--- src/hw/dcache_defs.svh ---
`ifndef DCACHE_DEFS_SVH
`define DCACHE_DEFS_SVH

// processor side
`define DCACHE_ADDR_W   32  // byte address
`define DCACHE_WORD_W   32  // one aligned access

// line geometry
`define DCACHE_LINE_W   128
`define DCACHE_OFFSET_W 4   // byte within a line
`define DCACHE_INDEX_W  4   // 16 sets
`define DCACHE_WAYS     4

// whatever is left of the address above index and offset
`define DCACHE_TAG_W    (`DCACHE_ADDR_W - `DCACHE_INDEX_W - `DCACHE_OFFSET_W)

`endif

--- src/hw/dcache_pkg.sv ---
`include "dcache_defs.svh"

package dcache_pkg;

    // --------------------
    // datapath vectors
    typedef logic [`DCACHE_ADDR_W-1:0]       addr_t;
    typedef logic [`DCACHE_WORD_W-1:0]       word_t;
    typedef logic [`DCACHE_WORD_W/8-1:0]     byte_en_t;   // one bit per byte lane
    typedef logic [`DCACHE_LINE_W-1:0]       line_t;
    typedef logic [`DCACHE_TAG_W-1:0]        tag_t;
    typedef logic [`DCACHE_INDEX_W-1:0]      index_t;

    // --------------------
    // way selection
    typedef logic [$clog2(`DCACHE_WAYS)-1:0] way_idx_t;
    typedef logic [`DCACHE_WAYS-1:0]         way_mask_t;
    typedef logic [`DCACHE_WAYS-2:0]         plru_t;      // tree nodes, root in bit 0

    // miss handling FSM
    typedef enum logic [1:0] {
        st_idle,
        st_check,       // ways present their entries
        st_write_back,  // dirty victim out to memory
        st_read_line    // waiting on the refill
    } ctrl_state_e;

endpackage

--- src/hw/dcache_way_if.sv ---
`timescale 1ns/10ps
`include "dcache_defs.svh"

interface way_if;
    import dcache_pkg::*;

    // --------------------
    // controller to ways
    logic      rd_do;     // read strobe, all ways at once
    index_t    index;     // set for both read and write
    tag_t      tag;       // request tag, sampled with rd_do
    way_mask_t wr_mask;   // at most one bit set
    line_t     wr_line;
    tag_t      wr_tag;
    logic      wr_dirty;

    // --------------------
    // ways back to lookup
    way_mask_t hit;       // each way drives its own bit
    way_mask_t valid;
    way_mask_t dirty;
    tag_t      q_tag  [`DCACHE_WAYS];
    line_t     q_line [`DCACHE_WAYS];

    modport ctrl (
        output rd_do, index, tag, wr_mask, wr_line, wr_tag, wr_dirty
    );

    modport way (
        input  rd_do, index, tag, wr_mask, wr_line, wr_tag, wr_dirty,
        output hit, valid, dirty, q_tag, q_line
    );

    // lookup side sees stored entries plus set index for its lru bits
    modport drain (
        input hit, valid, dirty, q_tag, q_line, index
    );

endinterface

--- src/hw/dcache_lookup.sv ---
`timescale 1ns/10ps
`include "dcache_defs.svh"

module dcache_lookup (
    input  logic                        clk,
    input  logic                        arst_n,
    way_if.drain                        ways,
    input  logic                        touch,
    input  dcache_pkg::way_idx_t        touch_way,
    input  logic [`DCACHE_OFFSET_W-1:0] offset,
    input  dcache_pkg::word_t           wdata,
    input  dcache_pkg::byte_en_t        byteenable,
    input  logic                        fill,
    input  dcache_pkg::line_t           fill_line,
    output logic                        hit,
    output dcache_pkg::way_idx_t        hit_way,
    output dcache_pkg::way_idx_t        victim_way,
    output logic                        victim_dirty,
    output dcache_pkg::tag_t            victim_tag,
    output dcache_pkg::line_t           victim_line,
    output dcache_pkg::word_t           rd_word,
    output dcache_pkg::line_t           merged_line
);
    import dcache_pkg::*;

    localparam int sets  = 1 << `DCACHE_INDEX_W;
    localparam int bytes = `DCACHE_WORD_W / 8;

    plru_t [sets-1:0]            plru_mem;
    plru_t                       plru;
    way_idx_t                    plru_way;
    line_t                       base_line;
    logic [`DCACHE_OFFSET_W-3:0] word_sel;   // word within the line

    // --------------------
    // hit and victim
    always_comb begin
        hit     = |ways.hit;
        hit_way = '0;
        for (int w = `DCACHE_WAYS - 1; w >= 0; w--) begin
            if (ways.hit[w]) hit_way = way_idx_t'(w);
        end
    end

    assign plru     = plru_mem[ways.index];
    assign plru_way = plru[0] ? {1'b1, plru[2]} : {1'b0, plru[1]};   // walk the tree

    // lowest invalid way first, tree choice only when the set is full
    always_comb begin
        victim_way = plru_way;
        for (int w = `DCACHE_WAYS - 1; w >= 0; w--) begin
            if (!ways.valid[w]) victim_way = way_idx_t'(w);
        end
    end

    assign victim_dirty = ways.valid[victim_way] && ways.dirty[victim_way];
    assign victim_tag   = ways.q_tag[victim_way];
    assign victim_line  = ways.q_line[victim_way];

    // touched way becomes the one the tree points away from
    always_ff @(posedge clk or negedge arst_n) begin
        if (!arst_n) begin
            plru_mem <= '0;
        end else if (touch) begin
            plru_mem[ways.index][0] <= ~touch_way[1];       // root, other half
            if (touch_way[1]) begin
                plru_mem[ways.index][2] <= ~touch_way[0];
            end else begin
                plru_mem[ways.index][1] <= ~touch_way[0];
            end
        end
    end

    // --------------------
    // word extract and merge
    assign word_sel  = offset[`DCACHE_OFFSET_W-1:2];
    assign base_line = fill ? fill_line : ways.q_line[hit_way];   // refill data wins
    assign rd_word   = base_line[word_sel*`DCACHE_WORD_W +: `DCACHE_WORD_W];

    always_comb begin
        merged_line = base_line;
        for (int b = 0; b < bytes; b++) begin
            if (byteenable[b]) begin
                merged_line[word_sel*`DCACHE_WORD_W + b*8 +: 8] = wdata[b*8 +: 8];
            end
        end
    end

endmodule

--- src/flat_wrapper.sv ---
// flat-port wrapper written by rule: the top's interface ports become plain ports
module dcache_lookup_flat import dcache_pkg::*;
  (clk, arst_n, touch, touch_way, offset, wdata, byteenable, fill, fill_line, hit, hit_way, victim_way, victim_dirty, victim_tag, victim_line, rd_word, merged_line, ways_hit, ways_valid, ways_dirty, ways_q_tag, ways_q_line, ways_index);
  way_if ways_i ();
  input  logic clk;
  input  logic arst_n;
  input  logic touch;
  input  dcache_pkg::way_idx_t touch_way;
  input  logic [`DCACHE_OFFSET_W-1:0] offset;
  input  dcache_pkg::word_t wdata;
  input  dcache_pkg::byte_en_t byteenable;
  input  logic fill;
  input  dcache_pkg::line_t fill_line;
  output logic hit;
  output dcache_pkg::way_idx_t hit_way;
  output dcache_pkg::way_idx_t victim_way;
  output logic victim_dirty;
  output dcache_pkg::tag_t victim_tag;
  output dcache_pkg::line_t victim_line;
  output dcache_pkg::word_t rd_word;
  output dcache_pkg::line_t merged_line;
  input wire logic [$bits(ways_i.hit)-1:0] ways_hit;
  input wire logic [$bits(ways_i.valid)-1:0] ways_valid;
  input wire logic [$bits(ways_i.dirty)-1:0] ways_dirty;
  input wire logic [$bits(ways_i.q_tag)-1:0] ways_q_tag;
  input wire logic [$bits(ways_i.q_line)-1:0] ways_q_line;
  input wire logic [$bits(ways_i.index)-1:0] ways_index;
  assign ways_i.hit = ways_hit;
  assign ways_i.valid = ways_valid;
  assign ways_i.dirty = ways_dirty;
  assign ways_i.q_tag = {>>{ways_q_tag}};
  assign ways_i.q_line = {>>{ways_q_line}};
  assign ways_i.index = ways_index;
  dcache_lookup u_core (.clk(clk), .arst_n(arst_n), .ways(ways_i), .touch(touch), .touch_way(touch_way), .offset(offset), .wdata(wdata), .byteenable(byteenable), .fill(fill), .fill_line(fill_line), .hit(hit), .hit_way(hit_way), .victim_way(victim_way), .victim_dirty(victim_dirty), .victim_tag(victim_tag), .victim_line(victim_line), .rd_word(rd_word), .merged_line(merged_line));
endmodule
--- config.mk ---
export PLATFORM = sky130hd
export DESIGN_NAME = dcache_lookup_flat
export DESIGN_NICKNAME = d
export VERILOG_FILES = /design/src/hw/dcache_pkg.sv /design/src/hw/dcache_way_if.sv /design/src/hw/dcache_lookup.sv /design/src/flat_wrapper.sv
export VERILOG_INCLUDE_DIRS = /design/src /design/src/hw
export SDC_FILE = /design/constraint.sdc
export NUM_CORES = 1
export LEC_CHECK = 0
export BUFFER_PORTS_ARGS = -buffer_cell sky130_fd_sc_hd__buf_2
export CAP_MARGIN = 5
export CORE_AREA = 2 2 428 430
export CTS_CLUSTER_DIAMETER = 60
export DETAILED_ROUTE_END_ITERATION = 7
export DIE_AREA = 0 0 430 432
export PLACE_DENSITY_LB_ADDON = 0.25
export SYNTH_ARGS = -nofsm -noshare
export SYNTH_HDL_FRONTEND = slang
export SYNTH_SLANG_ARGS = --single-unit
--- constraint.sdc ---
create_clock -name clk -period 3.4 [get_ports clk]
set_clock_uncertainty 0.2 [all_clocks]
set_input_delay 0.34 -clock clk [delete_from_list [all_inputs] [get_ports clk]]
set_output_delay 0.34 -clock clk [all_outputs]
set_load 0.05 [all_outputs]
# --- Yosys cells after proc, flatten, opt, wreduce, memory -nomap -nowiden ---
# Cells that the tools add are included.
totals:
  ff_bits: 48
  output_inout_bits: 318
classes:
  n_addsub: 7
  n_lt_le_gt_ge: 5
  n_shift: 9
  n_mux: 43
  bitwise_logic: 4
  reduce_logical: 3
op_table:
  columns: ["cell", "n"]
  rows:
  - ["$mux W128", 9]
  - ["$bmux W128 S2", 2]
  - ["$bwmux W128", 4]
  - ["$shift A8 B34 Y128 const A", 4]
  - ["$shiftx A8 B34 Y128", 4]
  - ["$bwmux W48", 3]
  - ["$shiftx A128 B8 Y32", 1]
  - ["$neg A32 Y34", 3]
  - ["$bmux W24 S2", 1]
  - ["$mux W24", 2]
  - ["$mux W48", 1]
  - ["$demux W3 S4", 3]
  - ["$neg A7 Y34", 1]
  - ["$mux W2", 10]
  - ["$add A7 B5 Y8 const B", 2]
  - ["$bmux W3 S4", 1]
  - ["$add A7 B4 Y8 const B", 1]
  - ["$ge A3 B3 Y1 const B", 2]
  - ["$mux W3", 2]
  - ["$not A2 Y3", 2]
  - ["$lt A4 B5 Y1 const B", 1]
  - ["$bmux W1 S2", 2]
  - ["$ge A4 B1 Y1 const B", 1]
  - ["$reduce_or A4 Y1", 1]
  - ["other kinds (4)", 8]

# --- Longest topological paths before layout ---
logic_depth:
  word_depth: 17
  ltp_mapped: 10
  depth_no_buf: 7

# --- Worst setup path after synthesis ---
# OpenSTA, ideal clock, no wires.
synth_path:
  path_kind: "input to output"
  startpoint: "input port ways_index[0]"
  endpoint: "output port victim_dirty"
  arrival_ns: 4.047
  required_time_ns: 2.860
  path_slack_ns: -1.187
  path_stages: 7
  path_buffers: 1
  path_cell_list: "buf_2 mux4_2 a22oi_1 nand3_1 nand3_1 a221oi_1 a2111oi_0"
synth_via:
  elab_chain_len: 10
  word_cells_on_any_way: 12
  cone_classes: "11 x mux; 1 x reduce/logical"
synth_rtl:
  columns: ["item", "line", "text"]
  rows:
  - ["from (decl)", "flat_wrapper.sv:27", "input wire logic [$bits(ways_i.index)-1:0] ways_index;"]
  - ["$bmux W3 S4 *", "dcache_lookup.sv:45", "assign plru = plru_mem[ways.index];"]
  - ["$mux W3 (not written as such) *", "dcache_lookup.sv:45", null]
  - ["$mux W2 *", "dcache_lookup.sv:46", "assign plru_way = plru[0] ? {1'b1, plru[2]} : {1'b0, plru[1]};"]
  - ["$mux W2 * (4 in a row)", "dcache_lookup.sv:52", "if (!ways.valid[w]) victim_way = way_idx_t'(w);"]
  - ["$bmux W1 S2", "dcache_lookup.sv:56", "assign victim_dirty = ways.valid[victim_way] && ways.dirty[victim_way];"]
  - ["$mux W1 (not written as such)", "dcache_lookup.sv:56", null]
  - ["$logic_and A1 B1 Y1 *", "dcache_lookup.sv:56", null]
  - ["to (decl)", "flat_wrapper.sv:17", "output logic victim_dirty;"]
# Mark *: on every way between the ends. The rest lies on a longest branch, timed or not. The select of a mux whose other input is x is not followed.

# --- Worst setup path in the final report ---
layout_path:
  startpoint: "register u_core.plru_mem[8] (netlist bit)"
  endpoint: "output port victim_line[115]"
layout_via:
  elab_chain_len: 11
layout_rtl:
  columns: ["item", "line", "text"]
  rows:
  - ["from (decl)", "dcache_lookup.sv:29", "plru_t [sets-1:0] plru_mem;"]
  - ["from (signal, indexed assignment)", "dcache_lookup.sv:65", "plru_mem[ways.index][0] <= ~touch_way[1];"]
  - ["from (signal, indexed assignment)", "dcache_lookup.sv:67", "plru_mem[ways.index][2] <= ~touch_way[0];"]
  - ["from (signal, indexed assignment)", "dcache_lookup.sv:69", "plru_mem[ways.index][1] <= ~touch_way[0];"]
  - ["$bmux W3 S4", "dcache_lookup.sv:45", null]
  - ["$mux W3 (not written as such)", "dcache_lookup.sv:45", null]
  - ["$mux W2", "dcache_lookup.sv:46", null]
  - ["$mux W2 (4 in a row)", "dcache_lookup.sv:52", null]
  - ["$not A2 Y3 (not written as such)", "dcache_lookup.sv:58", "assign victim_line = ways.q_line[victim_way];"]
  - ["$bmux W128 S2", "dcache_lookup.sv:58", null]
  - ["$mux W128 (not written as such) (2 in a row)", "dcache_lookup.sv:58", null]
  - ["to (decl)", "flat_wrapper.sv:19", "output dcache_pkg::line_t victim_line;"]
# No other way between the ends. The select of a mux whose other input is x is not followed.

==> flow_metrics.env <==
export IMPL_status="finished with violations"
export IMPL_violations="negative setup slack"
export IMPL_clkLatencyLatePin_ns=0.29
export IMPL_reg2regPathDepth=2
export IMPL_synthToLayoutAreaGrowth_pct=110
export IMPL_cp_slowest_stage_delay_ns=0.49
export IMPL_cellPowerDensity_mw_per_mm2=298
export IMPL_ant_nets=0
export IMPL_ctsRootBufferMaster="clkbuf_16"
export IMPL_tritoncts="built"
export IMPL_ys_ff_latch=48
export IMPL_grt_max_degree=80
export IMPL_synthDistinctLibCells=41
export IMPL_path_clk_slew_ns=0.07
export IMPL_synthArstFlopShare_pct=100
export IMPL_synth_mux_area_share_pct=32.7
export IMPL_p_seq_share_pct=9.2
export IMPL_drive_gt1_share_pct=55.7
export IMPL_overflow=0
export IMPL_required_ns=2.86
export IMPL_fmax_mhz=275
export IMPL_nets=3835
export IMPL_seq_area_mm2=0.00120
export IMPL_largest_register="u_core.plru_mem"
export IMPL_power_frac_comb_pct=83.8
export IMPL_worst_slew_pin_slew_ns=0.849
export IMPL_die_area_mm2=0.186
export IMPL_grt_usage_pct=18.2
export IMPL_drtIter0Drc=2002
export IMPL_slew_headroom_pct=43.4
export IMPL_p_int_mw=3.97
export IMPL_drt_wl_total_mm=181
export IMPL_cp_slowest_cell="mux4_2"
export IMPL_antenna_found_initial=175
export IMPL_crit_fanout=8
export IMPL_io_buffers=1113
export IMPL_syn_nets=2589
export IMPL_fin_crit_sh_pct=107
export IMPL_vdd_drop_max_uv=217
export IMPL_clock_sinks=48
export IMPL_ios=1116
export IMPL_dp_cells=5368
export IMPL_crit_path_end_kind="primary output"
export IMPL_finalHoldViolCount=0
export IMPL_h_tree_depth=2
export IMPL_switching_share_pct=53.2
export IMPL_dp_hpwl_mm=157
export IMPL_core_mm2=0.182
export IMPL_cp_startpoint="u_core.plru_mem[8]$_DFFE_PN0P_"
export IMPL_final_setup_viol_count=152
export IMPL_row_count=157
export IMPL_net_switching_power_mw=4.51
export IMPL_clockBufferDepth=2
export IMPL_leakagePower_nw=13.0
export IMPL_r2r_start="u_core.plru_mem[45]$_DFFE_PN0P_"
export IMPL_reg2reg_to="u_core.plru_mem[45]$_DFFE_PN0P_"
export IMPL_die_y_um=432
export IMPL_rsz0062_at_grt="yes"
export IMPL_synth_xor_area_share_pct=0
export IMPL_fin_ws_ns=-0.240
export IMPL_min_path_type="flop to flop"
export IMPL_synth_edf_count=0
export IMPL_pwr_share_clk_pct=7.1
export IMPL_avgSynthCellArea_um2=7.58
export IMPL_slew_violations=0
export IMPL_maxCapViolations=0
export IMPL_grt_pass1_wl_mm=222
export IMPL_synth_compound_area_share_pct=18.4
export IMPL_p_total_mw=8.48
export IMPL_die_w_um=430
export IMPL_endpoint="victim_line[115]"
export IMPL_start_util_pct=7.45
export IMPL_met1_usage_pct=21.6
export IMPL_startpoint_type="flop"
export IMPL_ys_flop_type="dfrtp_1"
export IMPL_cts_buffers_inserted=5
export IMPL_finalNonFillerCells=5464
export IMPL_synth_area_mm2=0.0135
export IMPL_drc=0
export IMPL_top_regs="u_core.plru_mem: 48 flops"
export IMPL_grtUsageMet3_pct=5.39
export IMPL_ys_seq_area_share_pct=8.88
export IMPL_crit_type="flop to primary output"
export IMPL_num_vias=22187
export IMPL_largest_reg_flops=48
export IMPL_grt_busiest_layer="met2"
export IMPL_multi_input_area_mm2=0.0122
export IMPL_worstPathArrival_ns=3.10
export IMPL_synth_top_family_by_area="simple AND/OR/NAND/NOR gates"
export IMPL_gp_congestion=0.938
export IMPL_crit_path_cell_trace="mux4_2, a22oi_1, nand3_1, nand3_1, a41oi_4, buf_12, buf_16, buf_6, buf_16, mux4_2, buf_6"
export IMPL_synthAdderAreaFrac_pct=0.462
export IMPL_routedWlPerCell_um=33.2
export IMPL_yosysWarnings=0
export IMPL_reg2reg_slack_ns=2.40
export IMPL_syn_inst=1786
export IMPL_gr_usage_met2_pct=32.0
export IMPL_first_pass_iters=5
export IMPL_viasPerCell=4.06
export IMPL_finalCriticalPeriod_ns=3.64
export IMPL_nFillCells=20721
export IMPL_synthSimpleGateAreaFrac_pct=34.3
export IMPL_grt_pass1_vias=20706
-- metal layers --
| metal | wire length [um] | vias to the layer above |
|---|---|---|
| met1 | 68400 | 11059 |
| met4 | 5710 | 114 |
| met2 | 90100 | 1396 |
| met3 | 16300 | 346 |
| met5 | 726 | - |
| li1 | - | 9272 |
-- power by group through the flow --
stage / Sequential (mW) / Combinational, mW / Clock [mW]
4_1_cts: 0.776 / 6.95 / 0.606
3_3_place_gp: 0.789 / 6.47 / 0
3_5_place_dp: 0.786 / 6.47 / 0
5_1_grt: 0.791 / 7.37 / 0.636
6_report: 0.776 / 7.11 / 0.599
2_1_floorplan: 0.750 / 3.30 / 0
-- cell type report --
cell class	instances	area share [%]
antenna	46	0.405
clock buffer	6	0.488
clock inverter	2	0.136
inverter	5	0.141
multi-input combinational	1565	43.0
sequential	48	4.22
tap	2385	10.5
timing repair buffer	1407	41.1
-- worst max-delay path: cells and delay by family (launching register included) --
kind / cells / cell delay (ns)
compound gates: 2 / 0.37
buf+inv: 5 / 0.84
flops: 1 / 0.39
mux: 2 / 0.81
simple gates: 2 / 0.27
-- repair_timing --
item | 4_1_cts | 5_1_grt
cloned | 8 | 13
pin swaps | 6 | 5
gates resized for setup | 321 | 163
buffers inserted | 17 | 6
hold buffers | 1 | 0
endpoints found under the setup margin | 212 | 177
hold endpoints to repair | 29 | 0
-- cells in the mapped netlist (4+ instances only) --
cell / instances / share of area [%]
a22o_1: 129 / 8.3
o21a_1: 12 / 0.67
dfrtp_1: 48 / 8.9
buf_1: 8 / 0.22
nor2b_1: 4 / 0.18
a21oi_1: 19 / 0.70
and3_1: 258 / 12
nand3_1: 5 / 0.18
clkbuf_1: 123 / 3.4
nor2_1: 53 / 1.5
ha_1: 5 / 0.46
nor3_1: 14 / 0.52
buf_2: 33 / 1.2
mux2i_1: 6 / 0.44
o21ai_0: 14 / 0.52
nand2_1: 691 / 19
mux4_2: 194 / 32
o31ai_1: 130 / 7.2
-- layout by cell type, fill, tap and decap left out, drive strengths merged, types with 6 or more instances in the layout --
cell type,synthesis,final
diode,0,46
buf,45,1389
mux2i,6,6
o21ai,14,14
nor2,54,54
mux4,194,194
dfrtp,48,48
nor3,14,14
a21oi,19,19
nand2,691,691
o21a,12,12
and3,258,258
a22o,129,129
o31ai,130,130
clkbuf,123,22
-- how the worst min path moves through the flow --
stage | cells after the start | slack, ns | startpoint | endpoint
final | 2 | 0.29 | u_core.plru_mem[17]$_DFFE_PN0P_ | u_core.plru_mem[17]$_DFFE_PN0P_
after global routing | 1 | 0.30 | u_core.plru_mem[33]$_DFFE_PN0P_ | u_core.plru_mem[33]$_DFFE_PN0P_
after CTS | 1 | 0.29 | u_core.plru_mem[33]$_DFFE_PN0P_ | u_core.plru_mem[33]$_DFFE_PN0P_
after detailed placement | 1 | 0.25 | arst_n | u_core.plru_mem[27]$_DFFE_PN0P_
after global placement | 1 | 0.25 | arst_n | u_core.plru_mem[33]$_DFFE_PN0P_
after floorplan | 0 | -0.16 | arst_n | u_core.plru_mem[0]$_DFFE_PN0P_
-- per-stage QoR --
stage	hold WS [ns]	TNS [ns]	util [%]	area, um2	worst slack [ns]
after global placement	0.246	-17.26	14.1	25700	-0.638
after CTS	0.295	-27.84	15.1	27400	-0.256
after global routing	0.301	-32.58	15.6	28400	-0.310
final	0.293	-16.79	15.7	28400	-0.240
after floorplan	-0.156	-0.0606	-	13600	-0.0125
after detailed placement	0.252	-22.15	14.1	25700	-0.623
-- cells by family after synthesis --
| family | count (synthesis) |
|---|---|
| adders and majority gates | 5 |
| and+or+nand+nor | 1042 |
| muxes | 200 |
| buffers and inverters | 173 |
| DFF | 48 |
| AOI/OAI and AO/OA | 318 |
Note: power is estimated with default switching activity, not from simulation.
