[config.mk]
export PLATFORM = sky130hd
export DESIGN_NAME = dcache_ctrl_flat
export DESIGN_NICKNAME = d
export VERILOG_FILES = /design/src/hw/dcache_pkg.sv /design/src/hw/dcache_way_if.sv /design/src/hw/dcache_ctrl.sv /design/src/flat_wrapper.sv
export VERILOG_INCLUDE_DIRS = /design/src /design/src/hw
export SDC_FILE = /design/constraint.sdc
export NUM_CORES = 1
export LEC_CHECK = 0
export BUFFER_PORTS_ARGS = -buffer_cell sky130_fd_sc_hd__buf_2
export CAP_MARGIN = 10
export CORE_AREA = 2 2 344 346
export CTS_CLUSTER_SIZE = 20
export DETAILED_ROUTE_END_ITERATION = 7
export DIE_AREA = 0 0 346 348
export SLEW_MARGIN = 5
export SYNTH_ARGS = -nofsm -noshare
export SYNTH_HDL_FRONTEND = slang
export SYNTH_SLANG_ARGS = --single-unit
[constraint.sdc]
create_clock -name clk -period 15.8 [get_ports clk]
set_clock_uncertainty 0.05 [all_clocks]
set_input_delay 0.79 -clock clk [delete_from_list [all_inputs] [get_ports clk]]
set_output_delay 0.79 -clock clk [all_outputs]
set_load 0.01 [all_outputs]
[src/hw/dcache_defs.svh]
`ifndef DCACHE_DEFS_SVH
`define DCACHE_DEFS_SVH

// processor side
`define DCACHE_ADDR_W   32  // byte address
`define DCACHE_WORD_W   32  // one aligned access

// line geometry
`define DCACHE_LINE_W   128
`define DCACHE_OFFSET_W 4   // byte within a line
`define DCACHE_INDEX_W  4   // 16 sets
`define DCACHE_WAYS     4

// whatever is left of the address above index and offset
`define DCACHE_TAG_W    (`DCACHE_ADDR_W - `DCACHE_INDEX_W - `DCACHE_OFFSET_W)

`endif

[src/hw/dcache_pkg.sv]
`include "dcache_defs.svh"

package dcache_pkg;

    // --------------------
    // datapath vectors
    typedef logic [`DCACHE_ADDR_W-1:0]       addr_t;
    typedef logic [`DCACHE_WORD_W-1:0]       word_t;
    typedef logic [`DCACHE_WORD_W/8-1:0]     byte_en_t;   // one bit per byte lane
    typedef logic [`DCACHE_LINE_W-1:0]       line_t;
    typedef logic [`DCACHE_TAG_W-1:0]        tag_t;
    typedef logic [`DCACHE_INDEX_W-1:0]      index_t;

    // --------------------
    // way selection
    typedef logic [$clog2(`DCACHE_WAYS)-1:0] way_idx_t;
    typedef logic [`DCACHE_WAYS-1:0]         way_mask_t;
    typedef logic [`DCACHE_WAYS-2:0]         plru_t;      // tree nodes, root in bit 0

    // miss handling FSM
    typedef enum logic [1:0] {
        st_idle,
        st_check,       // ways present their entries
        st_write_back,  // dirty victim out to memory
        st_read_line    // waiting on the refill
    } ctrl_state_e;

endpackage

[src/hw/dcache_way_if.sv]
`timescale 1ns/10ps
`include "dcache_defs.svh"

interface way_if;
    import dcache_pkg::*;

    // --------------------
    // controller to ways
    logic      rd_do;     // read strobe, all ways at once
    index_t    index;     // set for both read and write
    tag_t      tag;       // request tag, sampled with rd_do
    way_mask_t wr_mask;   // at most one bit set
    line_t     wr_line;
    tag_t      wr_tag;
    logic      wr_dirty;

    // --------------------
    // ways back to lookup
    way_mask_t hit;       // each way drives its own bit
    way_mask_t valid;
    way_mask_t dirty;
    tag_t      q_tag  [`DCACHE_WAYS];
    line_t     q_line [`DCACHE_WAYS];

    modport ctrl (
        output rd_do, index, tag, wr_mask, wr_line, wr_tag, wr_dirty
    );

    modport way (
        input  rd_do, index, tag, wr_mask, wr_line, wr_tag, wr_dirty,
        output hit, valid, dirty, q_tag, q_line
    );

    // lookup side sees stored entries plus set index for its lru bits
    modport drain (
        input hit, valid, dirty, q_tag, q_line, index
    );

endinterface

[src/hw/dcache_ctrl.sv]
`timescale 1ns/10ps
`include "dcache_defs.svh"

module dcache_ctrl (
    input  logic                        clk,
    input  logic                        arst_n,
    // processor reads
    input  logic                        read_do,
    input  dcache_pkg::addr_t           read_address,
    output logic                        read_done,
    output dcache_pkg::word_t           read_data,
    // processor writes
    input  logic                        write_do,
    input  dcache_pkg::addr_t           write_address,
    input  dcache_pkg::word_t           write_data,
    input  dcache_pkg::byte_en_t        write_byteenable,
    output logic                        write_done,
    way_if.ctrl                         bus,
    // lookup results
    input  logic                        hit,
    input  dcache_pkg::way_idx_t        hit_way,
    input  dcache_pkg::way_idx_t        victim_way,
    input  logic                        victim_dirty,
    input  dcache_pkg::tag_t            victim_tag,
    input  dcache_pkg::line_t           victim_line,
    input  dcache_pkg::word_t           rd_word,
    input  dcache_pkg::line_t           merged_line,
    output logic                        touch,
    output dcache_pkg::way_idx_t        touch_way,
    output logic                        fill,
    output logic [`DCACHE_OFFSET_W-1:0] offset,
    output dcache_pkg::word_t           wdata,
    output dcache_pkg::byte_en_t        byteenable,
    // line fill
    output logic                        readline_do,
    output dcache_pkg::addr_t           readline_address,
    input  logic                        readline_done,
    // write back
    output logic                        writeline_do,
    output dcache_pkg::addr_t           writeline_address,
    output dcache_pkg::line_t           writeline_line,
    input  logic                        writeline_done,
    output logic                        busy
);
    import dcache_pkg::*;

    ctrl_state_e state;
    ctrl_state_e state_nx;
    addr_t       req_addr;
    addr_t       in_addr;
    addr_t       cur_addr;
    logic        req_write;
    way_idx_t    vict;       // victim held across the miss
    logic        accept;
    logic        miss;

    // --------------------
    // request side
    assign accept   = (state == st_idle) && (read_do || write_do);
    assign in_addr  = write_do ? write_address : read_address;   // write wins
    assign cur_addr = accept ? in_addr : req_addr;
    assign miss     = (state == st_check) && !hit;

    assign bus.rd_do    = accept;
    assign bus.index    = cur_addr[`DCACHE_OFFSET_W +: `DCACHE_INDEX_W];
    assign bus.tag      = cur_addr[`DCACHE_ADDR_W-1 -: `DCACHE_TAG_W];
    assign bus.wr_tag   = req_addr[`DCACHE_ADDR_W-1 -: `DCACHE_TAG_W];
    assign bus.wr_line  = merged_line;   // reads merge nothing, see zero byte enable
    assign bus.wr_dirty = req_write;

    assign offset    = req_addr[`DCACHE_OFFSET_W-1:0];
    assign read_data = rd_word;
    assign fill      = (state == st_read_line);
    assign busy      = (state != st_idle);

    // memory port, levels straight off the state
    assign readline_do      = (state == st_read_line);
    assign readline_address = {req_addr[`DCACHE_ADDR_W-1:`DCACHE_OFFSET_W],
                               {`DCACHE_OFFSET_W{1'b0}}};
    assign writeline_do     = (state == st_write_back);

    // --------------------
    // next state and strobes
    always_comb begin
        state_nx    = state;
        bus.wr_mask = '0;
        touch       = 1'b0;
        touch_way   = hit_way;
        read_done   = 1'b0;
        write_done  = 1'b0;
        case (state)
            st_idle: begin
                if (accept) state_nx = st_check;
            end
            st_check: begin
                if (hit) begin
                    touch      = 1'b1;         // read hits age the set too
                    read_done  = !req_write;
                    write_done = req_write;
                    if (req_write) bus.wr_mask = way_mask_t'(1) << hit_way;
                    state_nx   = st_idle;
                end else if (victim_dirty) begin
                    state_nx = st_write_back;
                end else begin
                    state_nx = st_read_line;   // clean or empty victim
                end
            end
            st_write_back: begin
                if (writeline_done) state_nx = st_read_line;
            end
            st_read_line: begin
                if (readline_done) begin
                    bus.wr_mask = way_mask_t'(1) << vict;   // refill into victim
                    touch       = 1'b1;
                    touch_way   = vict;
                    read_done   = !req_write;
                    write_done  = req_write;
                    state_nx    = st_idle;
                end
            end
            default: state_nx = st_idle;
        endcase
    end

    always_ff @(posedge clk or negedge arst_n) begin
        if (!arst_n) begin
            state     <= st_idle;
            req_write <= 1'b0;
            vict      <= '0;
        end else begin
            state <= state_nx;
            if (accept) req_write <= write_do;
            if (miss) vict <= victim_way;
        end
    end

    // request payload and write back line
    always_ff @(posedge clk) begin
        if (accept) begin
            req_addr   <= in_addr;
            wdata      <= write_data;
            byteenable <= write_do ? write_byteenable : '0;
        end
        if (miss && victim_dirty) begin
            writeline_address <= {victim_tag, req_addr[`DCACHE_OFFSET_W +: `DCACHE_INDEX_W],
                                  {`DCACHE_OFFSET_W{1'b0}}};   // rebuilt from stored tag
            writeline_line    <= victim_line;
        end
    end

endmodule

[src/flat_wrapper.sv]
// flat-port wrapper written by rule: the top's interface ports become plain ports
module dcache_ctrl_flat import dcache_pkg::*;
  (clk, arst_n, read_do, read_address, read_done, read_data, write_do, write_address, write_data, write_byteenable, write_done, hit, hit_way, victim_way, victim_dirty, victim_tag, victim_line, rd_word, merged_line, touch, touch_way, fill, offset, wdata, byteenable, readline_do, readline_address, readline_done, writeline_do, writeline_address, writeline_line, writeline_done, busy, bus_rd_do, bus_index, bus_tag, bus_wr_mask, bus_wr_line, bus_wr_tag, bus_wr_dirty);
  way_if bus_i ();
  input  logic clk;
  input  logic arst_n;
  input  logic read_do;
  input  dcache_pkg::addr_t read_address;
  output logic read_done;
  output dcache_pkg::word_t read_data;
  input  logic write_do;
  input  dcache_pkg::addr_t write_address;
  input  dcache_pkg::word_t write_data;
  input  dcache_pkg::byte_en_t write_byteenable;
  output logic write_done;
  input  logic hit;
  input  dcache_pkg::way_idx_t hit_way;
  input  dcache_pkg::way_idx_t victim_way;
  input  logic victim_dirty;
  input  dcache_pkg::tag_t victim_tag;
  input  dcache_pkg::line_t victim_line;
  input  dcache_pkg::word_t rd_word;
  input  dcache_pkg::line_t merged_line;
  output logic touch;
  output dcache_pkg::way_idx_t touch_way;
  output logic fill;
  output logic [`DCACHE_OFFSET_W-1:0] offset;
  output dcache_pkg::word_t wdata;
  output dcache_pkg::byte_en_t byteenable;
  output logic readline_do;
  output dcache_pkg::addr_t readline_address;
  input  logic readline_done;
  output logic writeline_do;
  output dcache_pkg::addr_t writeline_address;
  output dcache_pkg::line_t writeline_line;
  input  logic writeline_done;
  output logic busy;
  output wire logic [$bits(bus_i.rd_do)-1:0] bus_rd_do;
  output wire logic [$bits(bus_i.index)-1:0] bus_index;
  output wire logic [$bits(bus_i.tag)-1:0] bus_tag;
  output wire logic [$bits(bus_i.wr_mask)-1:0] bus_wr_mask;
  output wire logic [$bits(bus_i.wr_line)-1:0] bus_wr_line;
  output wire logic [$bits(bus_i.wr_tag)-1:0] bus_wr_tag;
  output wire logic [$bits(bus_i.wr_dirty)-1:0] bus_wr_dirty;
  assign bus_rd_do = bus_i.rd_do;
  assign bus_index = bus_i.index;
  assign bus_tag = bus_i.tag;
  assign bus_wr_mask = bus_i.wr_mask;
  assign bus_wr_line = bus_i.wr_line;
  assign bus_wr_tag = bus_i.wr_tag;
  assign bus_wr_dirty = bus_i.wr_dirty;
  dcache_ctrl u_core (.clk(clk), .arst_n(arst_n), .read_do(read_do), .read_address(read_address), .read_done(read_done), .read_data(read_data), .write_do(write_do), .write_address(write_address), .write_data(write_data), .write_byteenable(write_byteenable), .write_done(write_done), .bus(bus_i), .hit(hit), .hit_way(hit_way), .victim_way(victim_way), .victim_dirty(victim_dirty), .victim_tag(victim_tag), .victim_line(victim_line), .rd_word(rd_word), .merged_line(merged_line), .touch(touch), .touch_way(touch_way), .fill(fill), .offset(offset), .wdata(wdata), .byteenable(byteenable), .readline_do(readline_do), .readline_address(readline_address), .readline_done(readline_done), .writeline_do(writeline_do), .writeline_address(writeline_address), .writeline_line(writeline_line), .writeline_done(writeline_done), .busy(busy));
endmodule
## After elaboration in Yosys (flattened, before gate mapping)

Cells that the tools add are included.

| storage, ports and cells | value |
|---|---|
| register bits | 229 |
| bits of input ports | 424 |
| output and inout port bits | 459 |
| word-level logic and storage cells | 49 |

| cells by class | value |
|---|---|
| eq/ne operators | 6 |
| shift operators | 2 |
| muxes and demuxes | 23 |
| reduce and logical (&&, ||, !) cells | 9 |

Operators with widths:

| cell | number |
|---|---|
| 32-bit 2-to-1 mux | 2 |
| 2-bit 2-to-1 mux | 6 |
| 4-bit 2-to-1 mux | 3 |
| 2-bit one-hot mux with 4 select lines | 1 |
| 4-bit one-hot mux with 2 select lines | 1 |
| 1-bit by 2-bit << shifter with 4-bit output (first input constant) | 2 |
| 1-bit 2-to-1 mux | 7 |
| 1-bit one-hot mux with 2 select lines | 3 |
| 2-bit == test (second input constant) | 2 |
| 2-bit by 1-bit != test with 1-bit output (second input constant) | 2 |
| 1-bit logical AND | 3 |
| 3-bit AND reduction | 1 |
| 2-bit by 1-bit == test with 1-bit output (second input constant) | 1 |
| 1-bit zero test | 2 |
| 2-bit zero test | 1 |
| 2-bit != test (second input constant) | 1 |
| 2-bit nonzero test | 1 |
| 1-bit logical OR | 1 |

## Depth between registers and ports, before layout

Gate-level depths: netlist of the first run.

| depth | value |
|---|---|
| depth in word-level cells | 4 |
| mapped depth | 5 |
| depth with buffers taken out | 3 |

## Least setup slack after synthesis of the first run

OpenSTA, ideal clock, no wires.

| path | value |
|---|---|
| path kind | input to register |
| start point | input port hit |
| end point | register u_core.writeline_address[10] (enable) |
| setup time | 0.534 ns |
| arrival time | 4.666 ns |
| path slack | 10.550 ns |
| cell stages on the path | 2 |
| path buffers | 0 |
| cell sequence | nor3b_2 -> and2_1 |

| between the ends | value |
|---|---|
| word-level cells in the longest chain between the ends | 3 |

Ends and longest elaborated chain:

| element | RTL line | text |
|---|---|---|
| from (decl) | flat_wrapper.sv:16 | `input logic hit;` |
| 1-bit zero test | dcache_ctrl.sv:62 | `assign miss = (state == st_check) && !hit;` |
| 1-bit logical AND | dcache_ctrl.sv:62 |  |
| 1-bit logical AND | dcache_ctrl.sv:144 | `if (miss && victim_dirty) begin` |
| to (signal assigned) | dcache_ctrl.sv:145 | `` writeline_address <= {victim_tag, req_addr[`DCACHE_OFFSET_W +: `DCACHE_INDEX_W], `` |
| to (decl) | dcache_ctrl.sv:40 | `output dcache_pkg::addr_t writeline_address,` |

No other way between the ends.
A chain may end at the register's enable or synchronous reset.

## Worst setup path after layout of the first run

| path | value |
|---|---|
| start point | input port write_do |
| end point | output port bus_tag[19] |

| between the ends | value |
|---|---|
| word-level cells in the longest chain between the ends | 3 |

Ends and longest elaborated chain:

| element | RTL line | text |
|---|---|---|
| from (decl) | flat_wrapper.sv:11 | `input logic write_do;` |
| 1-bit logical OR | dcache_ctrl.sv:59 | `assign accept = (state == st_idle) && (read_do \|\| write_do);` |
| 1-bit logical AND | dcache_ctrl.sv:59 |  |
| 32-bit 2-to-1 mux (*) | n/a |  |
| to (decl) | flat_wrapper.sv:40 | `output wire logic [$bits(bus_i.tag)-1:0] bus_tag;` |

Every way passes the cells marked *; elsewhere a longest branch is shown, timed or not.

==> key figures, run 1 <==
Timing
  – Setup WS post-layout: about 12 ns
  – Max-slew violations: 0
  – Fin crit share: 0.2606
  – Final setup vio count: 0
  – Post-layout min period: 4.117 ns
  – Worst slew pin tran: 0.9415 ns
  – Peak Freq: roughly 240 MHz
  – Rel. slew slack: 0.3723
  – RSZ-0062 raised after global routing: false
  – Final hold vios: 0
  – Setup TNS: 0 ns

Logic synthesis
  – Synth Area in Simple Gates: 0.01813
  – Avg Cell Area, Syn: 17.26 µm²
  – Mapped Area: 0.009250 mm²
  – Post-synthesis sequential area ratio: 0.7104
  – EDFF count, synth: 196
  – Mux cell area share after synthesis: 0.09238
  – Compound-Gate Fraction of Synth Area: 0.007710
  – Post-synth ARST share: 0.02183
  – Largest family of logic cells by synthesized area: buffers and inverters
  – Post-Synth XOR/XNOR Area: 0
  – Post-Synth Adder-Cell Area: 0
  – Register bit total from synthesis: 229
  – Mapped Cells: 536
  – Distinct cells, synth: 31
  – Ys flop type: edfxtp_1
  – Syn. warnings: 0

Die
  – Core area: 0.1170 mm²
  – Rows: 126
  – Die width: around 350 µm
  – Die area: 0.1204 mm²
  – Die height: approximately 350 µm
  – Starting Density: 0.07908
  – Num ports: 883

Setup path
  – CP Launch Point: write_do
  – Critical path required time: 14.96 ns
  – CP arrival: about 3.3 ns
  – Crit path largest cell delay: 0.68 ns
  – Worst setup SP type: input pin
  – Cell Chain, Critical Path: buf_4, nor2_2, nor3_4, buf_4, mux2_4, buf_2
  – Setup Crit Path Kind: input pin to output port
  – Top cell by count, worst path: buf_4
  – Worst reg2reg path startpoint: u_core.state[0]
  – Max FO, Critical Path: 43
  – Slowest CP cell: buf_4
  – CP endpoint kind: output port

Cells and area
  – Net count, final: 1362
  – Share of cells above drive strength 1: 0.7070
  – Layout area overhead: 48.18%

CTS
  – CTS tree: yes
  – TritonCTS buffer count: 36
  – Post-CTS setup buffer count: 0
  – CTS sink count: 229
  – Cts repair resizes: 0
  – Clock latency on the worst-skew pair: 0.58 ns
  – Clock Tree Buf Depth: 3
  – Root buffer cell: clkbuf_16
  – H-tree depth: 2
  – Clock transition at path regs: 0.06 ns

Routing
  – Routed Wire Length: 50.07 mm
  – Antenna Nets Post-Route: 0
  – Total number of vias: 6276
  – Wirelength per Cell: around 20 µm
  – Pre-Repair DR Iteration Count: 4
  – DR iter-0 viols: 310
  – Drc violations: 0
  – Vias per cell: 2.489

GRT
  – GRT Util Overall: 0.07890
  – GRT overflow: 0
  – Initial antenna violation count: 65
  – Vias in the first global route: 6161
  – First-pass GRT wire length: 61.07 mm
  – Largest net degree at the start of global routing: 66

Power and ir drop
  – PD cells: 162.5 mW/mm²
  – Leak Pwr: 5.435 nW
  – Peak supply drop: 0.09362 mV

Place
  – HPWL Detailed: 41.17 mm
  – Gp weighted congestion: 0.7908
  – Worst slack, placed: 11.47 ns
  – Number of I/O port buffers: 554

Status
  – Outcome: complete, no violations

Min path
  – Worst min-delay path class: input pin to flop
  – HP Start: victim_line[31]

Flow run
  – Max_cap viols: 0
[where the power goes]
group / switching [mW] / total (mW) / internal [mW] / leakage, nW
combinational: 0.312 / 0.543 / 0.231 / 2.76
sequential: 0.0679 / 0.858 / 0.790 / 2.09
clock: 0.338 / 0.827 / 0.489 / 0.584
[cell usage after synthesis (2+ instances only)]
library cell  count  area (µm²)
buf_4           194        1456
mux2_4           42       630.6
nor2b_1           4       25.02
o21ai_0           2       10.01
nand2_1           8       30.03
dfxtp_1          28       560.5
o32ai_1           2       17.52
nand3_1           2       10.01
dfrtp_1           5       125.1
edfxtp_1        196        5886
mux2_2           19       214.0
and2_1            7       43.79
buf_6             4       45.04
inv_1             4       15.01
buf_12            3       60.06
[critical path, delay by kind of cell]
| family | cells | cell delay, ns |
|---|---|---|
| multiplexers | 1 | 0.36 |
| AND/OR/NAND/NOR | 2 | 0.56 |
| buffers and inverters | 3 | 1.46 |
[flip-flops by register name, indices dropped and copies added, names as in the netlist, named ones only]
register,flops
u_core.req_addr,32
u_core.byteenable,4
u_core.bus.wr_dirty,1
u_core.writeline_line,128
u_core.writeline_address,28
u_core.state,1
u_core.wdata,32
u_core.vict,2
[path summary, 6_finish.rpt]
| check | to | slack (ns) | cells after the start |
|---|---|---|---|
| min in group asynchronous | u_core.bus.wr_dirty | 0.51 | 2 |
| max in group asynchronous | async pin | 15.05 | 2 |
| worst max-delay path | bus_tag[19] | 11.68 | 6 |
| worst max register to register | u_core.writeline_line[15] | 12.76 | 3 |
| worst min-delay path | u_core.writeline_line[31] | 0.32 | 1 |
| worst min register to register | u_core.writeline_address[6] | 0.41 | 0 |
[logic make-up (layout without fill, tap and decap cells)]
family / after synthesis / in the layout
DFF: 229 / 229
other: 1 / 28
muxes: 62 / 62
and+or+nand+nor: 28 / 28
buffers and inverters: 206 / 629
AOI/OAI and AO/OA: 10 / 10
[routing by layer]
layer  part of all wire  vias up  GRT usage
met1               0.33     2931    0.07951
met3               0.17      144    0.05718
met5             0.0083        -   0.007203
met4              0.039       44    0.03003
met2               0.45      606     0.1247
li1                   -     2551          -
[cells in the final DEF, fill, tap and decap left out, drive strengths merged, types with 2 or more instances in the layout]
cell type | netlist | layout
clkinvlp | 0 | 4
mux2 | 61 | 61
conb | 1 | 8
clkinv | 0 | 11
nor2 | 2 | 2
diode | 0 | 20
buf | 202 | 558
and2 | 7 | 7
dfxtp | 28 | 28
nor3 | 2 | 2
clkbuf | 0 | 43
o32ai | 2 | 2
dfrtp | 5 | 5
bufinv | 0 | 3
nand3 | 2 | 2
nand2 | 8 | 8
edfxtp | 196 | 196
nor2b | 4 | 4
o21ai | 2 | 2
inv | 4 | 9
[timing repair]
action,in CTS,in global routing
hold endpoints to repair,5,0
hold buffers,1,0
endpoints found under the setup margin,0,0
[metrics by stage]
stage                     utilization  std cells  cell area [µm²]  power (mW)  hold WS, ns
after detailed placement       0.1063       2435            12440       1.432       0.3953
after floorplan                     -        543             9276       1.216       0.4444
after global routing           0.1169       2507            13670       2.344       0.2702
after global placement         0.1063       2435            12440       1.427       0.3887
final                          0.1172       2522            13710       2.228       0.3232
after CTS                      0.1167       2502            13660       2.301       0.2452
[final cells by class]
class	count	area [µm²]
fillers	13310	103300
flip-flops and latches	229	6571
repair buffers	559	2815
well taps	1536	1922
multi-input cells	108	1126
clock buffers	43	957.2
clock inverters	23	250.2
diodes	20	50.05
inverters	4	15.01
Note: power is estimated with default switching activity, not from simulation.
==> run 2, diff against run 1 <==
ABC_AREA = 1   (was unset)
CORE_AREA = 2 2 341 343   (was 2 2 344 346)
DIE_AREA = 0 0 343 345   (was 0 0 346 348)
clock period = 3.76 ns   (was 15.8 ns; I/O delays follow)
==> run 2 against run 1 <==
Compared with the run above:
- sequential share of layout area shrank 6.4 points
- clock power grew to 3.1 times the previous value
- via count grew 25%
- synthesized cell count grew 28%
- critical path type is now flop to output port
- critical endpoint is now bus_rd_do
==> key figures, run 2 <==
Routing
  – DR iter-0 viols: 441
  – Pre-Repair DR Iteration Count: 4
  – Drc violations: 0
  – Routed Wire Length: 62.61 mm
  – Total number of vias: about 7800
  – Antenna Nets Post-Route: 0
  – Wirelength per Cell: 21.70 µm
  – Vias per cell: 2.710

GRT
  – GRT overflow: 0
  – Vias in the first global route: 7900
  – GRT Util Overall: 0.09943
  – Largest net degree at the start of global routing: 58
  – Initial antenna violation count: 18
  – First-pass GRT wire length: 76.91 mm

Logic synthesis
  – Post-Synth Adder-Cell Area: 0
  – Post-synth ARST share: 0.02183
  – Largest family of logic cells by synthesized area: buffers and inverters
  – Compound-Gate Fraction of Synth Area: 0.006621
  – Mux cell area share after synthesis: 0
  – Largest area contributor in the netlist: edfxtp_1
  – Synth top area share: 0.6488
  – Most frequent cell after synthesis: nand2_1
  – Distinct cells, synth: 20
  – Ys flop type: edfxtp_1
  – Mapped Cells: between 600 and 700
  – Post-synth top cells: nand2_1, edfxtp_1, buf_4, dfxtp_1, inv_1
  – EDFF count, synth: about 200
  – Post-Synth XOR/XNOR Area: 0
  – Area contributors post-synth: edfxtp_1, buf_4, nand2_1, dfxtp_1, dfrtp_1
  – Register bit total from synthesis: 229
  – Syn. warnings: 0
  – Synth Area in Simple Gates: 0.09324
  – Avg Cell Area, Syn: 13.26 µm²
  – Post-synthesis sequential area ratio: 0.7244
  – Mapped Area: just over 0.009 mm²

Timing
  – Hold WS: 0.01412 ns
  – Max-slew violations: 0
  – Setup TNS: 0 ns
  – Worst slew pin tran: a little over 0.7 ns
  – Peak Freq: 361.2 MHz
  – Fin crit share: 0.7363
  – Post-layout min period: 2.768 ns
  – Rel. slew slack: 0.5282
  – Final hold vios: 0
  – Final setup vio count: 0
  – RSZ-0062 raised after global routing: false

Flow run
  – Max_cap viols: 0

Die
  – Die height: 345 µm
  – Core area: roughly 0.12 mm²
  – Starting Density: 0.07880
  – Die width: 343 µm
  – Num ports: 883
  – Die area: 0.1183 mm²
  – Rows: between 100 and 150

Place
  – Number of I/O port buffers: 554
  – Placed Cells: 2576
  – Gp weighted congestion: 0.8466
  – HPWL Detailed: 51.58 mm

Power and ir drop
  – Leak Pwr: 6.632 nW
  – Design Power: 9.091 mW
  – Peak supply drop: 0.2999 mV
  – PD cells: 574.3 mW/mm²

Setup path
  – Setup Crit Path Kind: flop to output port
  – Max FO, Critical Path: 37
  – CP endpoint kind: output port
  – CP arrival: 2.53 ns
  – Worst setup SP type: flop
  – Critical path required time: 3.52 ns

CTS
  – CTS sink count: between 200 and 250
  – Clock Tree Buf Depth: 3
  – Cts repair resizes: 0
  – Clock transition at path regs: 0.07 ns
  – Root buffer cell: clkbuf_16
  – CTS tree: yes
  – H-tree depth: 1
  – TritonCTS buffer count: 25
  – Clock latency on the worst-skew pair: 0.57 ns

Cells and area
  – Net count, final: 1753
  – Max reg flops: 128
  – Finished Core Util: 0.1375
  – Layout fillers: 12930
  – Commonest non-fill, non-tap cells in the layout: buf_2, dlygate4sd3_1, nand2_1
  – Share of cells above drive strength 1: 0.4570
  – Layout area overhead: 74.50%
  – Commonest non-fill, non-tap cell in the layout: buf_2
  – Fin cells: 2885
  – Most flops, register: u_core.writeline_line
  – Regs by FF count: u_core.writeline_line (128), u_core.req_addr (32), u_core.wdata (32)

Status
  – Outcome: complete, no violations

Min path
  – Worst min-delay path class: input pin to flop
run 2: area by class of cell:
type | instances | area (µm²) | area share
clock buffers | 32 | 701.9 | 0.04434
well taps | 1524 | 1907 | 0.1205
clock inverters | 14 | 143.9 | 0.009090
repair buffers | 817 | 5460 | 0.3450
diodes | 13 | 32.53 | 0.002055
flip-flops and latches | 229 | 6571 | 0.4151
inverters | 17 | 68.82 | 0.004347
multi-input cells | 239 | 943.4 | 0.05960
run 2: logic make-up after synthesis:
kind of cell / count (synthesis)
simple gates: 220
compound gates: 11
buf+inv: 223
flops: 229
other cells: 1
run 2: per-stage QoR:
step / worst slack, ns / instance area (µm²)
floorplan: 0.1798 / 9105
global placement: 1.385 / 12450
detailed placement: 1.395 / 12450
CTS: 0.8863 / 15800
global route: 0.7872 / 15810
finish: 0.9917 / 15830
run 2: final timing paths:
check | startpoint | end | slack (ns) | cells after the start
max in group asynchronous | arst_n | u_core.bus.wr_dirty | 2.95 | 3
min reg2reg | u_core.req_addr[7] | u_core.writeline_address[7] | 0.42 | 0
max reg2reg | u_core.state[0] | u_core.writeline_line[16] | 1.41 | 5
min in group asynchronous | arst_n | async pin | 0.50 | 3
max | flop | bus_rd_do | 0.99 | 5
min | write_address[24] | u_core.req_addr[24] | 0.01 | 5
run 2: what timing repair did:
item                                   CTS  global route
setup buffers                            0             0
hold buffers                           250             0
endpoints found under the hold margin  225             0
run 2: critical path, cell delays in order (launching register included):
cell and delay [ns]:
dfrtp_1 0.44, inv_1 0.13, nand3_2 0.12, inv_4 0.44, buf_4 0.55, buf_2 0.23
run 2: routing by layer:
metal | routed length [µm] | share of wire | vias to the layer above | GRT usage
met4 | 3109 | 0.050 | 6 | 0.04518
li1 | - | - | 3385 | -
met5 | 38 | 0.00061 | - | 0
met3 | 6523 | 0.10 | 177 | 0.03875
met2 | 29880 | 0.48 | 531 | 0.1708
met1 | 23050 | 0.37 | 3718 | 0.1069
run 2: power by group:
group / internal, mW / switching, mW / leakage, nW
Sequential: 3.29 / 0.298 / 2.09
Combinational: 1.03 / 1.93 / 4.13
Clock: 1.42 / 1.12 / 0.410
Total: 5.75 / 3.34 / 6.63
==> run 3, diff against run 2 <==
ABC_AREA = 0   (was 1)
CORE_AREA = 2 2 344 346   (was 2 2 341 343)
DIE_AREA = 0 0 346 348   (was 0 0 343 345)
clock period = 2.4 ns   (was 3.76 ns; I/O delays follow)
==> run 3 against run 2 <==
Compared with the run above:
- via count down 7.4%
- largest power group unchanged
- first-iteration DRC count down 20%
- critical endpoint is now bus_tag[20]
- clock power up 68%
==> key figures, run 3 (synthesis results as in run 1) <==
Status
  – Outcome: complete, no violations

Die
  – Die width: roughly 350 µm
  – Num ports: 883
  – Rows: 126
  – Die height: 348 µm
  – Core area: 0.1170 mm²
  – Die area: 0.1204 mm²
  – Starting Density: 0.07908

Routing
  – Routed Wire Length: approximately 50 mm
  – Antenna Nets Post-Route: 0
  – Wirelength per Cell: 18.48 µm
  – Vias per cell: 2.604
  – DR iter-0 viols: 353
  – Drc violations: 0
  – Total number of vias: 7235
  – Pre-Repair DR Iteration Count: 4

Cells and area
  – Final instance area: 0.01626 mm²
  – Net count, final: 1634
  – Share of cells above drive strength 1: 0.5552
  – Regs by FF count: u_core.writeline_line (128), u_core.req_addr (32), u_core.wdata (32)
  – Finished Core Util: 0.1390
  – Max reg flops: 128
  – Footprint of the multi-input gates: ~0.0011 mm²
  – Most flops, register: u_core.writeline_line
  – Commonest non-fill, non-tap cell in the layout: buf_2
  – Layout area overhead: 75.77%
  – Commonest non-fill, non-tap cells in the layout: buf_2, dlygate4sd3_1, edfxtp_1
  – Layout fillers: 13060
  – Register area: 0.006574 mm²
  – Fin cells: 2778

Timing
  – Peak Freq: 431.2 MHz
  – RSZ-0062 raised after global routing: false
  – Hold WS: 0.08631 ns
  – Max-slew violations: 0
  – Post-layout min period: 2.319 ns
  – Final setup vio count: 0
  – Fin crit share: 0.9662
  – Final hold vios: 0

CTS
  – Clock transition at path regs: 0.07 ns
  – Root buffer cell: clkbuf_16
  – Clock latency on the worst-skew pair: 0.63 ns
  – H-tree depth: 1
  – TritonCTS buffer count: 29
  – Clock Tree Buf Depth: 3
  – CTS sink count: 229
  – CTS tree: yes

Power and ir drop
  – Design Power: between 10 and 15 mW
  – PD cells: 885.2 mW/mm²
  – Leak Pwr: approximately 6.5 nW
  – Peak supply drop: 0.7062 mV

Place
  – Number of I/O port buffers: 554
  – Gp weighted congestion: 0.7856
  – Placed inst area: roughly 0.013 mm²
  – HPWL Detailed: 40.46 mm
  – Placed Cells: ~2400

Min path
  – Worst min-delay path class: input pin to flop

Setup path
  – Max FO, Critical Path: 18
  – Reg2reg setup slack: 0.17 ns
  – Setup Crit Path Kind: flop to output port
  – Critical path required time: 2.23 ns
  – CP endpoint kind: output port
  – CP arrival: 2.15 ns
  – Worst setup SP type: flop

GRT
  – First-pass GRT wire length: 65.16 mm
  – Vias in the first global route: 7549
  – Initial antenna violation count: 18
  – GRT overflow: 0
  – GRT Util Overall: 0.08053
  – Largest net degree at the start of global routing: 64

Flow run
  – Max_cap viols: 0
==> run 3: changes by cell type in the layout (fill, tap and decap cells not counted), moves of 4 or more <==
cell	before	now
o21ai_0	7	2
dlygate4sd3_1	250	266
buf_2	549	553
mux2_4	0	42
clkbuf_16	25	29
nand3_1	9	2
inv_1	14	4
nor2_1	6	1
nand2_1	202	8
nor2b_1	0	4
mux2_2	0	19
and2_1	0	6
clkinv_2	2	6
clkbuf_8	5	0
==> run 3: layer usage <==
| layer | routed length (µm) | global-route usage |
|---|---|---|
| met5 | 199 | 0.008403 |
| met4 | 2223 | 0.03235 |
| met3 | 5666 | 0.03853 |
| met2 | 23220 | 0.1299 |
| met1 | 20030 | 0.09055 |
==> run 3: worst max-delay path, stage by stage (launching register included) <==
cell and delay (ns):
dfrtp_2 0.43, nor3_4 0.20, buf_4 0.17, buf_12 0.19
mux2_4 0.33, buf_2 0.14
==> run 3: power by group <==
part | leakage (nW) | switching, mW | internal, mW
combinational | 3.98 | 2.36 | 2.11
clock | 0.444 | 1.92 | 2.35
sequential | 2.09 | 0.457 | 5.20
total | 6.51 | 4.73 | 9.66
==> run 3: through the flow <==
step                      TNS, ns  setup WS, ns
after floorplan            -3.206      -0.02055
after global routing            0      0.007462
final                           0       0.08101
after detailed placement        0        0.2814
after CTS                       0       0.01898
after global placement          0        0.3239
==> run 3: layout make-up <==
class                   instances  share of cell area
clock inverters                19            0.009927
diodes                         10            0.001539
multi-input cells             108             0.06964
repair buffers                838              0.3497
flip-flops and latches        229              0.4043
inverters                       4           0.0009234
well taps                    1536              0.1182
clock buffers                  34             0.04579
==> run 3: final timing paths <==
| check | to | from | depth (start not counted) |
|---|---|---|---|
| worst min-delay path | u_core.writeline_address[5] | hit | 3 |
| worst max-delay path | bus_tag[20] | u_core.state[0] | 5 |
| max in group asynchronous | async pin | arst_n | 3 |
| min in group asynchronous | u_core.vict[0] | arst_n | 3 |
| worst min register to register | u_core.writeline_address[6] | u_core.req_addr[6] | 0 |
| worst max register to register | u_core.vict[1] | flop | 6 |
==> run 3: what timing repair did <==
item                       CTS  global route
gates cloned                 2             0
hold endpoints to repair   238             0
hold buffers               266             0
pin swaps                    1             0
gates resized for setup      5             0
setup endpoints to repair   28             1
setup buffers                7             0
